[src/logic/rob_params.svh]
// reorder buffer core constants

`ifndef ROB_PARAMS_SVH
`define ROB_PARAMS_SVH

// data path and npc width
`define XLEN 32

// number of reorder buffer entries
// must stay a power of two, tags wrap on their own
`define ROB_DEPTH 8

// tag width, log2 of depth
`define TAG_BITS 3

// architectural register index width
`define REG_BITS 5

// wfi instruction word, system opcode with rd = x0
`define WFI_INST 32'h1050_0073

`endif

[src/logic/rob_pkg.sv]
// reorder buffer core types

`default_nettype none

`include "rob_params.svh"

package rob_pkg;

	////////////////////////////////////////////////////////////
	// value widths
	////////////////////////////////////////////////////////////

	// data or npc value
	typedef logic [`XLEN-1:0] xlen_t;

	// raw instruction word
	typedef logic [31:0] inst_t;

	// reorder buffer slot index
	typedef logic [`TAG_BITS-1:0] tag_t;

	// architectural register number
	typedef logic [`REG_BITS-1:0] reg_idx_t;

	////////////////////////////////////////////////////////////
	// commit fsm
	////////////////////////////////////////////////////////////

	// running retires in order, halted only leaves on reset
	typedef enum logic {
		commit_running,
		commit_halted
	} commit_state_e;

endpackage

`default_nettype wire

[src/logic/rob_if.sv]
// issue, rob and commit buses

`default_nettype none

`include "rob_params.svh"

// allocation from issue into the reorder buffer
interface alloc_if import rob_pkg::*; ();
	// one cycle strobe, entry written at this edge
	logic     valid;
	tag_t     tag;
	reg_idx_t dest_reg;
	logic     wr_en;
	xlen_t    npc;
	// entry is a wfi
	logic     halt;
	// occupancy at depth
	logic     full;

	modport issue (
		output valid, tag, dest_reg, wr_en, npc, halt,
		input  full
	);

	modport rob (
		input  valid, tag, dest_reg, wr_en, npc, halt,
		output full
	);
endinterface

// head entry from the reorder buffer to commit
interface head_if import rob_pkg::*; ();
	// head busy and done
	logic     ready;
	reg_idx_t dest_reg;
	logic     wr_en;
	xlen_t    value;
	xlen_t    npc;
	logic     halt;
	// frees the head at this edge
	logic     retire;

	modport rob (
		output ready, dest_reg, wr_en, value, npc, halt,
		input  retire
	);

	modport commit (
		input  ready, dest_reg, wr_en, value, npc, halt,
		output retire
	);
endinterface

`default_nettype wire

[src/logic/commit_unit.sv]
// commit stage
// in order retirement and halt

`default_nettype none

`include "rob_params.svh"

module commit_unit import rob_pkg::*; (
	input  wire logic clock,
	input  wire logic reset,
	head_if.commit head,
	output logic commit_valid,
	output reg_idx_t commit_wr_idx,
	output logic commit_wr_en,
	output xlen_t commit_wr_data,
	output xlen_t commit_npc,
	output logic halted
);

	commit_state_e state;

	// one retirement per cycle, none once halted
	assign head.retire = head.ready && (state == commit_running);
	assign halted      = (state == commit_halted);

	////////////////////////////////////////////////////////////
	// fsm and strobes
	////////////////////////////////////////////////////////////

	always_ff @(posedge clock) begin
		if (reset) begin
			state        <= commit_running;
			commit_valid <= 1'b0;
			commit_wr_en <= 1'b0;
		end else begin
			commit_valid <= head.retire;
			// write strobe only alongside a commit
			commit_wr_en <= head.retire && head.wr_en;
			case (state)
				commit_running: begin
					if (head.retire && head.halt) begin
						state <= commit_halted;
					end
				end
				// remaining entries are abandoned
				commit_halted: state <= commit_halted;
				default:       state <= commit_running;
			endcase
		end
	end

	// commit payload
	always_ff @(posedge clock) begin
		if (head.retire) begin
			commit_wr_idx  <= head.dest_reg;
			commit_wr_data <= head.value;
			commit_npc     <= head.npc;
		end
	end

endmodule

`default_nettype wire

[src/logic/issue_unit.sv]
// issue stage
// decode and rob tag allocation

`default_nettype none

`include "rob_params.svh"

module issue_unit import rob_pkg::*; (
	input  wire logic clock,
	input  wire logic reset,
	input  wire logic dispatch_valid,
	input  wire inst_t dispatch_inst,
	input  wire xlen_t dispatch_npc,
	output logic dispatch_ready,
	output tag_t dispatch_tag,
	input  wire logic retire_seen,
	input  wire logic halted,
	alloc_if.issue alloc
);

	// opcodes that never write a register
	localparam logic [6:0] opcode_store  = 7'b0100011;
	localparam logic [6:0] opcode_branch = 7'b1100011;

	// count of a completely full buffer
	localparam logic [`TAG_BITS:0] depth_count = `ROB_DEPTH;

	tag_t               tail;
	logic [`TAG_BITS:0] outstanding;
	logic               accept;

	logic [6:0] opcode;
	reg_idx_t   dec_dest;
	logic       dec_wr_en;
	logic       dec_halt;

	////////////////////////////////////////////////////////////
	// decode
	////////////////////////////////////////////////////////////

	assign opcode   = dispatch_inst[6:0];
	assign dec_dest = dispatch_inst[11:7];
	// x0 writes are dropped here so commit never sees them
	assign dec_wr_en = (opcode != opcode_store) && (opcode != opcode_branch) &&
		(dec_dest != '0);
	assign dec_halt = (dispatch_inst == `WFI_INST);

	////////////////////////////////////////////////////////////
	// flow control
	////////////////////////////////////////////////////////////

	// own count runs one cycle ahead of the rob count
	// since the allocation is registered
	assign dispatch_ready = !alloc.full && !halted && (outstanding != depth_count);
	assign accept         = dispatch_valid && dispatch_ready;
	assign dispatch_tag   = tail;

	always_ff @(posedge clock) begin
		if (reset) begin
			tail        <= '0;
			outstanding <= '0;
			alloc.valid <= 1'b0;
		end else begin
			alloc.valid <= accept;
			if (accept) begin
				// wraps modulo depth
				tail <= tail + 1'b1;
			end
			case ({accept, retire_seen})
				2'b10:   outstanding <= outstanding + 1'b1;
				2'b01:   outstanding <= outstanding - 1'b1;
				default: outstanding <= outstanding;
			endcase
		end
	end

	// allocation payload
	always_ff @(posedge clock) begin
		if (accept) begin
			alloc.tag      <= tail;
			alloc.dest_reg <= dec_dest;
			alloc.wr_en    <= dec_wr_en;
			alloc.npc      <= dispatch_npc;
			alloc.halt     <= dec_halt;
		end
	end

endmodule

`default_nettype wire

[src/logic/reorder_buffer.sv]
// reorder buffer
// entry storage, completion write and head pointer

`default_nettype none

`include "rob_params.svh"

module reorder_buffer import rob_pkg::*; (
	input  wire logic clock,
	input  wire logic reset,
	alloc_if.rob alloc,
	input  wire logic complete_valid,
	input  wire tag_t complete_tag,
	input  wire xlen_t complete_value,
	head_if.rob head
);

	localparam logic [`TAG_BITS:0] depth_count = `ROB_DEPTH;

	// per entry flags
	logic [`ROB_DEPTH-1:0] busy;
	logic [`ROB_DEPTH-1:0] done;

	// entry payload
	reg_idx_t dest_mem  [`ROB_DEPTH];
	logic     wr_en_mem [`ROB_DEPTH];
	xlen_t    npc_mem   [`ROB_DEPTH];
	xlen_t    value_mem [`ROB_DEPTH];
	logic     halt_mem  [`ROB_DEPTH];

	tag_t               head_ptr;
	logic [`TAG_BITS:0] count;
	logic               complete_hit;

	// stray completions to free slots drop out here
	assign complete_hit = complete_valid && busy[complete_tag];

	assign alloc.full = (count == depth_count);

	////////////////////////////////////////////////////////////
	// flags and pointers
	////////////////////////////////////////////////////////////

	always_ff @(posedge clock) begin
		if (reset) begin
			busy     <= '0;
			done     <= '0;
			head_ptr <= '0;
			count    <= '0;
		end else begin
			if (alloc.valid) begin
				busy[alloc.tag] <= 1'b1;
				done[alloc.tag] <= 1'b0;
			end
			if (complete_hit) begin
				done[complete_tag] <= 1'b1;
			end
			// retire last so a freed head stays free
			if (head.retire) begin
				busy[head_ptr] <= 1'b0;
				done[head_ptr] <= 1'b0;
				head_ptr       <= head_ptr + 1'b1;
			end
			case ({alloc.valid, head.retire})
				2'b10:   count <= count + 1'b1;
				2'b01:   count <= count - 1'b1;
				default: count <= count;
			endcase
		end
	end

	////////////////////////////////////////////////////////////
	// payload writes
	////////////////////////////////////////////////////////////

	always_ff @(posedge clock) begin
		if (alloc.valid) begin
			dest_mem[alloc.tag]  <= alloc.dest_reg;
			wr_en_mem[alloc.tag] <= alloc.wr_en;
			npc_mem[alloc.tag]   <= alloc.npc;
			halt_mem[alloc.tag]  <= alloc.halt;
		end
		// result arrives in any order
		if (complete_hit) begin
			value_mem[complete_tag] <= complete_value;
		end
	end

	////////////////////////////////////////////////////////////
	// head view
	////////////////////////////////////////////////////////////

	assign head.ready    = busy[head_ptr] && done[head_ptr];
	assign head.dest_reg = dest_mem[head_ptr];
	assign head.wr_en    = wr_en_mem[head_ptr];
	assign head.value    = value_mem[head_ptr];
	assign head.npc      = npc_mem[head_ptr];
	assign head.halt     = halt_mem[head_ptr];

	// issue must hold off while the buffer is full
	a_no_alloc_when_full: assert property (
		@(posedge clock) disable iff (reset)
		alloc.valid |-> !alloc.full
	);

	// commit may only free a finished head
	a_retire_needs_ready: assert property (
		@(posedge clock) disable iff (reset)
		head.retire |-> head.ready
	);

endmodule

`default_nettype wire

[src/logic/rob_core.sv]
// in order retirement core
// issue, reorder buffer and commit

`default_nettype none

`include "rob_params.svh"

module rob_core import rob_pkg::*; (
	input  wire logic clock,
	input  wire logic reset,

	// dispatch, valid/ready pair
	input  wire logic dispatch_valid,
	input  wire inst_t dispatch_inst,
	input  wire xlen_t dispatch_npc,
	output logic dispatch_ready,
	output tag_t dispatch_tag,

	// completion strobe, cannot be refused
	input  wire logic complete_valid,
	input  wire tag_t complete_tag,
	input  wire xlen_t complete_value,

	// retirement
	output logic commit_valid,
	output reg_idx_t commit_wr_idx,
	output logic commit_wr_en,
	output xlen_t commit_wr_data,
	output xlen_t commit_npc,
	output logic halted
);

	alloc_if alloc_bus ();
	head_if  head_bus ();

	////////////////////////////////////////////////////////////
	// issue
	////////////////////////////////////////////////////////////

	// retire feeds back so issue can track outstanding entries
	issue_unit issue0 (
		.clock          (clock),
		.reset          (reset),
		.dispatch_valid (dispatch_valid),
		.dispatch_inst  (dispatch_inst),
		.dispatch_npc   (dispatch_npc),
		.dispatch_ready (dispatch_ready),
		.dispatch_tag   (dispatch_tag),
		.retire_seen    (head_bus.retire),
		.halted         (halted),
		.alloc          (alloc_bus.issue)
	);

	////////////////////////////////////////////////////////////
	// reorder buffer
	////////////////////////////////////////////////////////////

	reorder_buffer rob0 (
		.clock          (clock),
		.reset          (reset),
		.alloc          (alloc_bus.rob),
		.complete_valid (complete_valid),
		.complete_tag   (complete_tag),
		.complete_value (complete_value),
		.head           (head_bus.rob)
	);

	////////////////////////////////////////////////////////////
	// commit
	////////////////////////////////////////////////////////////

	commit_unit commit0 (
		.clock          (clock),
		.reset          (reset),
		.head           (head_bus.commit),
		.commit_valid   (commit_valid),
		.commit_wr_idx  (commit_wr_idx),
		.commit_wr_en   (commit_wr_en),
		.commit_wr_data (commit_wr_data),
		.commit_npc     (commit_npc),
		.halted         (halted)
	);

endmodule

`default_nettype wire

[config.mk]
export PLATFORM = sky130hd
export DESIGN_NAME = rob_core
export DESIGN_NICKNAME = d
export VERILOG_FILES = /design/src/logic/rob_pkg.sv /design/src/logic/rob_if.sv /design/src/logic/commit_unit.sv /design/src/logic/issue_unit.sv /design/src/logic/reorder_buffer.sv /design/src/logic/rob_core.sv
export VERILOG_INCLUDE_DIRS = /design/src /design/src/logic
export SDC_FILE = /design/constraint.sdc
export NUM_CORES = 1
export LEC_CHECK = 0
export ABC_AREA = 1
export BUFFER_PORTS_ARGS = -buffer_cell sky130_fd_sc_hd__buf_2
export CORE_MARGIN = 8
export CORE_UTILIZATION = 45
export DETAILED_ROUTE_END_ITERATION = 7
export PLACE_DENSITY_LB_ADDON = 0.1
export SYNTH_ARGS = -nofsm -noshare
export SYNTH_HDL_FRONTEND = slang
export SYNTH_SLANG_ARGS = --single-unit
[constraint.sdc]
create_clock -name clock -period 9.7 [get_ports clock]
set_clock_uncertainty 0.2 [all_clocks]
set_input_delay 1.455 -clock clock [delete_from_list [all_inputs] [get_ports clock]]
set_output_delay 1.455 -clock clock [all_outputs]
set_load 0.1 [all_outputs]
* Word-level counts from Yosys, hierarchy flattened
Memories as Yosys holds them, arrays and structs flattened. A register that Yosys moved wholly into a read port is not among the register bits.
Index checks and enable logic that the tools add are counted.
** Operators by class
- Bitwise gates (word level) :: 8
- Add/sub/neg operators :: 6
- Order comparisons :: 6
- Eq/ne operators :: 9
- Mux-type cells :: 32
- Reduce and logical (&&, ||, !) cells :: 18
** Operator list (number)
- $mux 8 :: 8
- $eq 32x29->1 const B :: 1
- $and 8x8->8 :: 3
- $not 8->8 :: 2
- $or 8x8->8 :: 2
- $pmux 4 s2 :: 2
- $logic_and 1x1->1 :: 13
- $lt 3x4->1 const B :: 3
- $mux 3 :: 4
- $mux 1 :: 11
- $bmux 1 s3 :: 3
- $demux 1 s3 :: 3
- $ge 3x1->1 const B :: 3
- $add 4x1->4 const B :: 2
- $sub 4x1->4 const B :: 2
- $ne 7x6->1 const B :: 1
- $ne 7x7->1 const B :: 1
- $add 3x1->3 const B :: 2
- $reduce_bool 5->1 :: 1
- $eq 2x1->1 const B :: 2
- $eq 2x2->1 const B :: 2
- $eq 4x4->1 const B :: 1
- $ne 4x4->1 const B :: 1
- $reduce_bool 2->1 :: 2
- other kinds (3) :: 4
** Storage, ports and cells
- Bits in writable memories :: 568
- Register bits :: 76
- Input bits :: 103
- Output and inout bits :: 76
- Memories :: 5
- Word-level logic and storage cells :: 99
** Memory list
- rob0.npc_mem :: depth 8, width 32, read ports 1, clocked after memory_dff 1, write ports 1, line reorder_buffer.sv:27 : xlen_t npc_mem [`ROB_DEPTH];
- rob0.value_mem :: depth 8, width 32, read ports 1, clocked after memory_dff 1, write ports 1, line reorder_buffer.sv:28 : xlen_t value_mem [`ROB_DEPTH];
- rob0.dest_mem :: depth 8, width 5, read ports 1, clocked after memory_dff 1, write ports 1, line reorder_buffer.sv:25 : reg_idx_t dest_mem [`ROB_DEPTH];
- rob0.halt_mem :: depth 8, width 1, read ports 1, clocked after memory_dff 1, write ports 1, line reorder_buffer.sv:29 : logic halt_mem [`ROB_DEPTH];
- rob0.wr_en_mem :: depth 8, width 1, read ports 1, clocked after memory_dff 1, write ports 1, line reorder_buffer.sv:26 : logic wr_en_mem [`ROB_DEPTH];

* Longest topological paths before layout
- Depth in word-level cells :: 13
- Depth in mapped cells :: 19

* By module
Synthesis repeated with hierarchy kept, for this count alone.
** Unflattened totals
- Cell total of the unflattened synthesis :: 2047
- Area total of the unflattened synthesis :: 27473.8 um^2
** By module, submodules not included
- reorder_buffer :: area an instance 23393.7 um^2, cells an instance 1824, times used 1
- commit_unit :: area an instance 2174.6 um^2, cells an instance 80, times used 1
- issue_unit :: area an instance 1905.6 um^2, cells an instance 143, times used 1

* Worst setup path before layout
Ideal clock, no wire load.
- Kind :: register to register
- Start :: reg rob0.head_ptr[0]
- End :: reg issue0.outstanding[3]
- Required time :: 9.387 ns
- Cell stages (with the launch flop) :: 19
- Data arrival time :: 3.152 ns
- Path slack :: 6.235 ns
- Buffers on the path :: 2
- Setup time :: 0.113 ns
- Cells stage by stage :: dfxtp_1 > inv_2 > buf_6 > buf_6 > nand2_1 > nand3_1 > nand2_1 > nor2_2 > nor2_4 > nand2_2 > inv_2 > ha_1 > ha_1 > a21oi_1 > nand2_1 > o21ai_0 > nand2_1 > nand2_1 > nor2_1
** On the way
- Cells in the longest elaborated chain, start to end :: 6
- Elaborated cells between the ends (all ways) :: 10
- Those cells by class :: 2 x eq/ne; 5 x mux; 3 x reduce/logical
** RTL lines
- start: declaration :: line reorder_buffer.sv:31 : tag_t head_ptr;
- start signal: assignment :: line reorder_buffer.sv:62 : head_ptr <= head_ptr + 1'b1;
- $bmux 1 s3 :: line reorder_buffer.sv:93 : assign head.ready = busy[head_ptr] && done[head_ptr];
- $mux 1 (not written as such) :: line reorder_buffer.sv:93
- $logic_and 1x1->1 * :: line reorder_buffer.sv:93
- $logic_and 1x1->1 * :: line commit_unit.sv:23 : assign head.retire = head.ready && (state == commit_running);
- named net commit0.head.retire :: line rob_if.sv:50 : output retire
- $eq 2x1->1 or $eq 2x2->1 (tied branches) :: line issue_unit.sv:69 : case ({accept, retire_seen})
- $pmux 4 s2 or $reduce_bool 2->1 (tied branches)
- end signal: assignment :: line issue_unit.sv:70 : 2'b10: outstanding <= outstanding + 1'b1;
- end signal: assignment :: line issue_unit.sv:71 : 2'b01: outstanding <= outstanding - 1'b1;
- end signal: assignment :: line issue_unit.sv:72 : default: outstanding <= outstanding;
- end: declaration :: line issue_unit.sv:29 : logic [`TAG_BITS:0] outstanding;
The timed path passes the listed nets; every way through them passes the cells marked *. The select of a mux whose other input is x is not followed.
A chain may end at the register's enable or synchronous reset.

* Final worst setup path
- Start :: reg rob0.head_ptr[1]
- End :: reg commit0.commit_wr_data[17] (read register of rob0.value_mem) (enable)
** On the way
- Cells in the longest elaborated chain, start to end :: 4
- Elaborated cells between the ends (all ways) :: 6
- Those cells by class :: 4 x mux; 2 x reduce/logical
** RTL lines
- $bmux 1 s3 :: line reorder_buffer.sv:93
- $mux 1 (not written as such) :: line reorder_buffer.sv:93
- $logic_and 1x1->1 * :: line reorder_buffer.sv:93
- $logic_and 1x1->1 * :: line commit_unit.sv:23
- named net commit0.head.retire :: line rob_if.sv:50
- end: declaration :: line commit_unit.sv:15 : output xlen_t commit_wr_data,
Marks and branches as above.

==> out/results.md <==
| Step | Item | This run |
|---|---|---|
| outcome | Result of the run | complete, no violations |
| setup path | Crit end category | register |
| sta | Count of endpoints failing setup in the final report | 0 |
| yosys | Xor and xnor fraction of the mapped netlist area | 0.001983 |
| pwr | Cell-internal power | 4.988 mW |
| detailed routing | Final routed DRC violation total | 0 |
| yosys | Number of storage elements in the synthesis netlist | 716 |
| place | DP Worst Slack | 5.617 ns |
| flow run | Max-cap violations | 0 |
| cells and area | Biggest regs | rob0.npc_mem x256, rob0.value_mem x256, rob0.dest_mem x40 |
| global route | Via count of the first global-routing pass | 15,700 |
| pwr | Comb power frac | 0.017 |
| min path | Kind of path behind the tightest hold check | register to register |
| floorplanning | Starting density of the core | 0.4524 |
| cells and area | Growth of design area from synthesis to finish | 14.94% |
| pwr | Clock power share | 0.427 |
| detailed routing | Length of the first detailed-routing pass in iterations | 5 |
| setup path | Worst endpoint data arrival time | 4.07 ns |
| clock tree | TritonCTS buffer count | 74 |
| clock tree | H-tree depth reported by CTS | 3 |
| setup path | Worst Path Required | 9.70 ns |
| clock tree | Root buffer cell | sky130_fd_sc_hd__clkbuf_16 |
| sta | Final-layout worst hold slack | 0.2974 ns |
| setup path | Worst path slowest cell | sky130_fd_sc_hd__buf_4 |
| floorplanning | Chip height | 258.7 µm |
| place | Estimated wirelength of the detail-placed design | 33,670 µm |
| sta | Slew Limit Fails | 0 |
| cells and area | Share of cells above drive strength 1 | 0.1541 |
| yosys | Number of different library cells in the post-synthesis netlist | 34 |
| yosys | Share of the yosys chip area belonging to registers | 0.7974 |
| sta | Setup repair after global routing missed its margin | false |
| clock tree | Deepest clock path buffer count | 3 |
| cells and area | Highest-count cells in the layout ignoring fill and taps | 679 x sky130_fd_sc_hd__edfxtp_1, 256 x sky130_fd_sc_hd__nor2_1, 240 x sky130_fd_sc_hd__o21ai_0 |
| yosys | Largest family of logic cells by synthesized area | compound AO/OA/AOI/OAI gates |
| clock tree | Setup fix buffers added after clock tree synthesis | 0 |
| yosys | Number of instances in the synthesized netlist | 1,832 |
| clock tree | Clock Sink Count | 716 |
| global route | Largest net degree at the start of global routing | 131 |
| cells and area | Final standard cell utilization of the core | 0.5200 |
| yosys | Synth Area in Compound Gates | 0.09608 |
| cells and area | Count of placed standard cells in the final layout, fillers left out | 2,850 |
| cells and area | Number of nets in the finished design | 2,134 |
| sta | Highest clock frequency the design can meet | 245.7 MHz |
| sta | Slew @ Worst Pin | 1.225 ns |
| global route | Initial antenna violation count | 2 |
| yosys | Arithmetic-cell share of the synthesized area counting full adders, half adders and majority gates | 0.004533 |
| cells and area | Most common library cell in the layout ignoring fill and taps | sky130_fd_sc_hd__edfxtp_1 |
| setup path | Biggest fanout along the worst timing path | 71 |
| yosys | Mean cell area of the mapped netlist | 14.47 µm² |
| yosys | Multiplexer share of the synthesized area | 0.0003777 |
| clock tree | Number of gates resized after CTS | 0 |
| sta | Min cycle time layout | 4.070 ns |
| place | Count of input and output buffers | 178 |
| sta | Crit share post-route | 0.4196 |
| pwr | Sw power | 1.206 mW |
| global route | Aggregate global-route resource usage | 0.1797 |
| detailed routing | Post-route antenna net violation count | 0 |
| setup path | List of cells traversed by the critical path | nand2_1 > inv_2 > buf_4 > nand3_1 > nand2_1 > inv_1 > nand2_1 > nand2_2 > inv_4 > buf_4 |
| pwr | Sw Share | 0.1946 |
| setup path | Category of the most critical setup path | register to register |
| pwr | Share of power burned in registers | 0.556 |
| pwr | Areal power density over the cells | 203.3 nW/µm² |
| global route | Wire length of the first global-routing pass | 93,080 µm |
| sta | Smallest setup slack after layout | 5.630 ns |
| pwr | Worst vdd rail ir drop | 0.0001185 V |
| clock tree | Clock-pin slew on the worst setup and hold paths | 0.06 ns |
| detailed routing | Wire length reported by the detailed router | 60,440 µm |
| detailed routing | Per-cell routed wire length | 21.21 µm |
| floorplanning | Row cnt | 89 |
| sta | Worst slew slack as a fraction of its limit | 0.1831 |
| global route | GRT Residual Overflow | 0 |
| yosys | Simple-Gate Fraction of Synth Area | 0.07356 |
| place | Weighted congestion reported at the end of routability-driven placement | 0.7920 |
| place | Cells after DPL | 2,719 |
| sta | Setup total negative slack | 0 ns |
| floorplanning | Core footprint | 58,570 µm² |
| yosys | Synth Cell Area | 26,500 µm² |
| floorplanning | Number of I/O pins | 179 |
| floorplanning | Die Area | 66,910 µm² |
| floorplanning | Die extent in x | 258.7 µm |
| clock tree | Clock tree from TritonCTS | yes |
| detailed routing | Number of vias per cell after detailed routing | 5.360 |
| setup path | Crit path launch type | register |
| setup path | Slowest cell delay on critical path | 0.83 ns |
| detailed routing | Vias | 15,280 |
| setup path | Most common cell type on the critical path | sky130_fd_sc_hd__nand2_1 |
| clock tree | Cts hold-fix bufs | 0 |
| yosys | Net Count, Synth | 1,944 |
| clock tree | Clock insertion delay at the later pin of the skew report | 0.60 ns |
| yosys | YS warnings | 0 |
| detailed routing | Initial DRC count | 994 |
| sta | Count of endpoints failing hold in the final timing report | 0 |
| pwr | Static leakage | 10.30 nW |
## critical path: cells and delay by family, from the launching register on
family	cells	cell delay [ns]
and+or+nand+nor	5	0.80
buffers and inverters	5	2.03
DFF	1	0.49
## area by class of cell
| cell class | instances | area, µm² |
|---|---|---|
| inverters | 71 | 276.5 |
| fillers | 4957 | 28110 |
| multi-input cells | 955 | 4748 |
| repair buffers | 204 | 1086 |
| clock buffers | 103 | 2034 |
| clock inverters | 27 | 211.5 |
| flip-flops and latches | 716 | 21130 |
| diodes | 1 | 2.502 |
| well taps | 773 | 967.2 |
## power groups by stage
stage	combinational (mW)	clock [mW]	sequential [mW]
CTS	0.107	2.71	3.44
global route	0.117	2.83	3.45
floorplan	0.0385	0	3.51
finish	0.105	2.65	3.44
detailed placement	0.106	0	3.51
global placement	0.103	0	3.51
## cells in the mapped netlist
| cell type | n | share of area |
|---|---|---|
| sky130_fd_sc_hd__edfxtp_1 | 679 | 0.77 |
| sky130_fd_sc_hd__nor2_1 | 264 | 0.037 |
| sky130_fd_sc_hd__o21ai_0 | 240 | 0.045 |
| sky130_fd_sc_hd__nand2_1 | 162 | 0.023 |
| sky130_fd_sc_hd__a21oi_1 | 69 | 0.013 |
| sky130_fd_sc_hd__inv_1 | 64 | 0.0091 |
| sky130_fd_sc_hd__clkbuf_1 | 47 | 0.0067 |
| sky130_fd_sc_hd__o22ai_1 | 44 | 0.010 |
| sky130_fd_sc_hd__dfxtp_1 | 37 | 0.028 |
| sky130_fd_sc_hd__buf_2 | 34 | 0.0064 |
| sky130_fd_sc_hd__o211ai_1 | 30 | 0.0085 |
| sky130_fd_sc_hd__o21ai_1 | 25 | 0.0047 |
| sky130_fd_sc_hd__o221ai_1 | 24 | 0.0079 |
| sky130_fd_sc_hd__nand3_1 | 23 | 0.0043 |
| sky130_fd_sc_hd__a211o_1 | 15 | 0.0050 |
| sky130_fd_sc_hd__nand4_1 | 14 | 0.0033 |
| sky130_fd_sc_hd__nor3_1 | 13 | 0.0025 |
| sky130_fd_sc_hd__ha_1 | 8 | 0.0038 |
| sky130_fd_sc_hd__inv_2 | 7 | 0.00099 |
| sky130_fd_sc_hd__buf_6 | 5 | 0.0021 |
| sky130_fd_sc_hd__nor4_1 | 5 | 0.0012 |
| sky130_fd_sc_hd__xor2_1 | 4 | 0.0013 |
| sky130_fd_sc_hd__nor2_2 | 3 | 0.00071 |
| sky130_fd_sc_hd__a22oi_1 | 2 | 0.00057 |
| sky130_fd_sc_hd__buf_1 | 2 | 0.00028 |
| sky130_fd_sc_hd__buf_4 | 2 | 0.00057 |
| sky130_fd_sc_hd__nand3b_1 | 2 | 0.00057 |
| sky130_fd_sc_hd__xnor2_1 | 2 | 0.00066 |
| sky130_fd_sc_hd__a211oi_1 | 1 | 0.00028 |
| sky130_fd_sc_hd__a32o_1 | 1 | 0.00038 |
| sky130_fd_sc_hd__fa_1 | 1 | 0.00076 |
| sky130_fd_sc_hd__mux2i_1 | 1 | 0.00038 |
| sky130_fd_sc_hd__nand2_2 | 1 | 0.00024 |
| sky130_fd_sc_hd__nor2_4 | 1 | 0.00042 |
## per-stage QoR
stage          area (µm²)  power, mW
6_report            30460      6.194
5_1_grt             30460      6.390
4_1_cts             30460      6.264
3_5_place_dp        28210      3.615
3_3_place_gp        28210      3.611
2_1_floorplan       26500      3.546
## layer usage
metal / share of wire / GRT usage
met5: 0 / 0
met4: 0.019 / 0.05374
met3: 0.044 / 0.03064
met2: 0.49 / 0.3034
met1: 0.44 / 0.2379
## cell families (layout without fill, tap and decap cells)
family          Yosys count  after routing
flops                   716            716
xor+xnor                  6              6
simple gates            488            488
buf+inv                 161            405
mux                       1              1
fa+ha+maj                 9              9
other cells               0              1
compound gates          451            451
## final timing paths
path	startpoint	slack [ns]	endpoint	depth (start not counted)
hold reg to reg	rob0.busy[6]	0.30	rob0.busy[6]	2
setup / recovery	rob0.head_ptr[1]	5.63	commit0.commit_wr_data[17]	10
setup reg to reg	rob0.head_ptr[1]	5.63	commit0.commit_wr_data[17]	10
hold / removal	rob0.busy[6]	0.30	rob0.busy[6]	2
No activity file was read; power rests on OpenSTA's default activity.
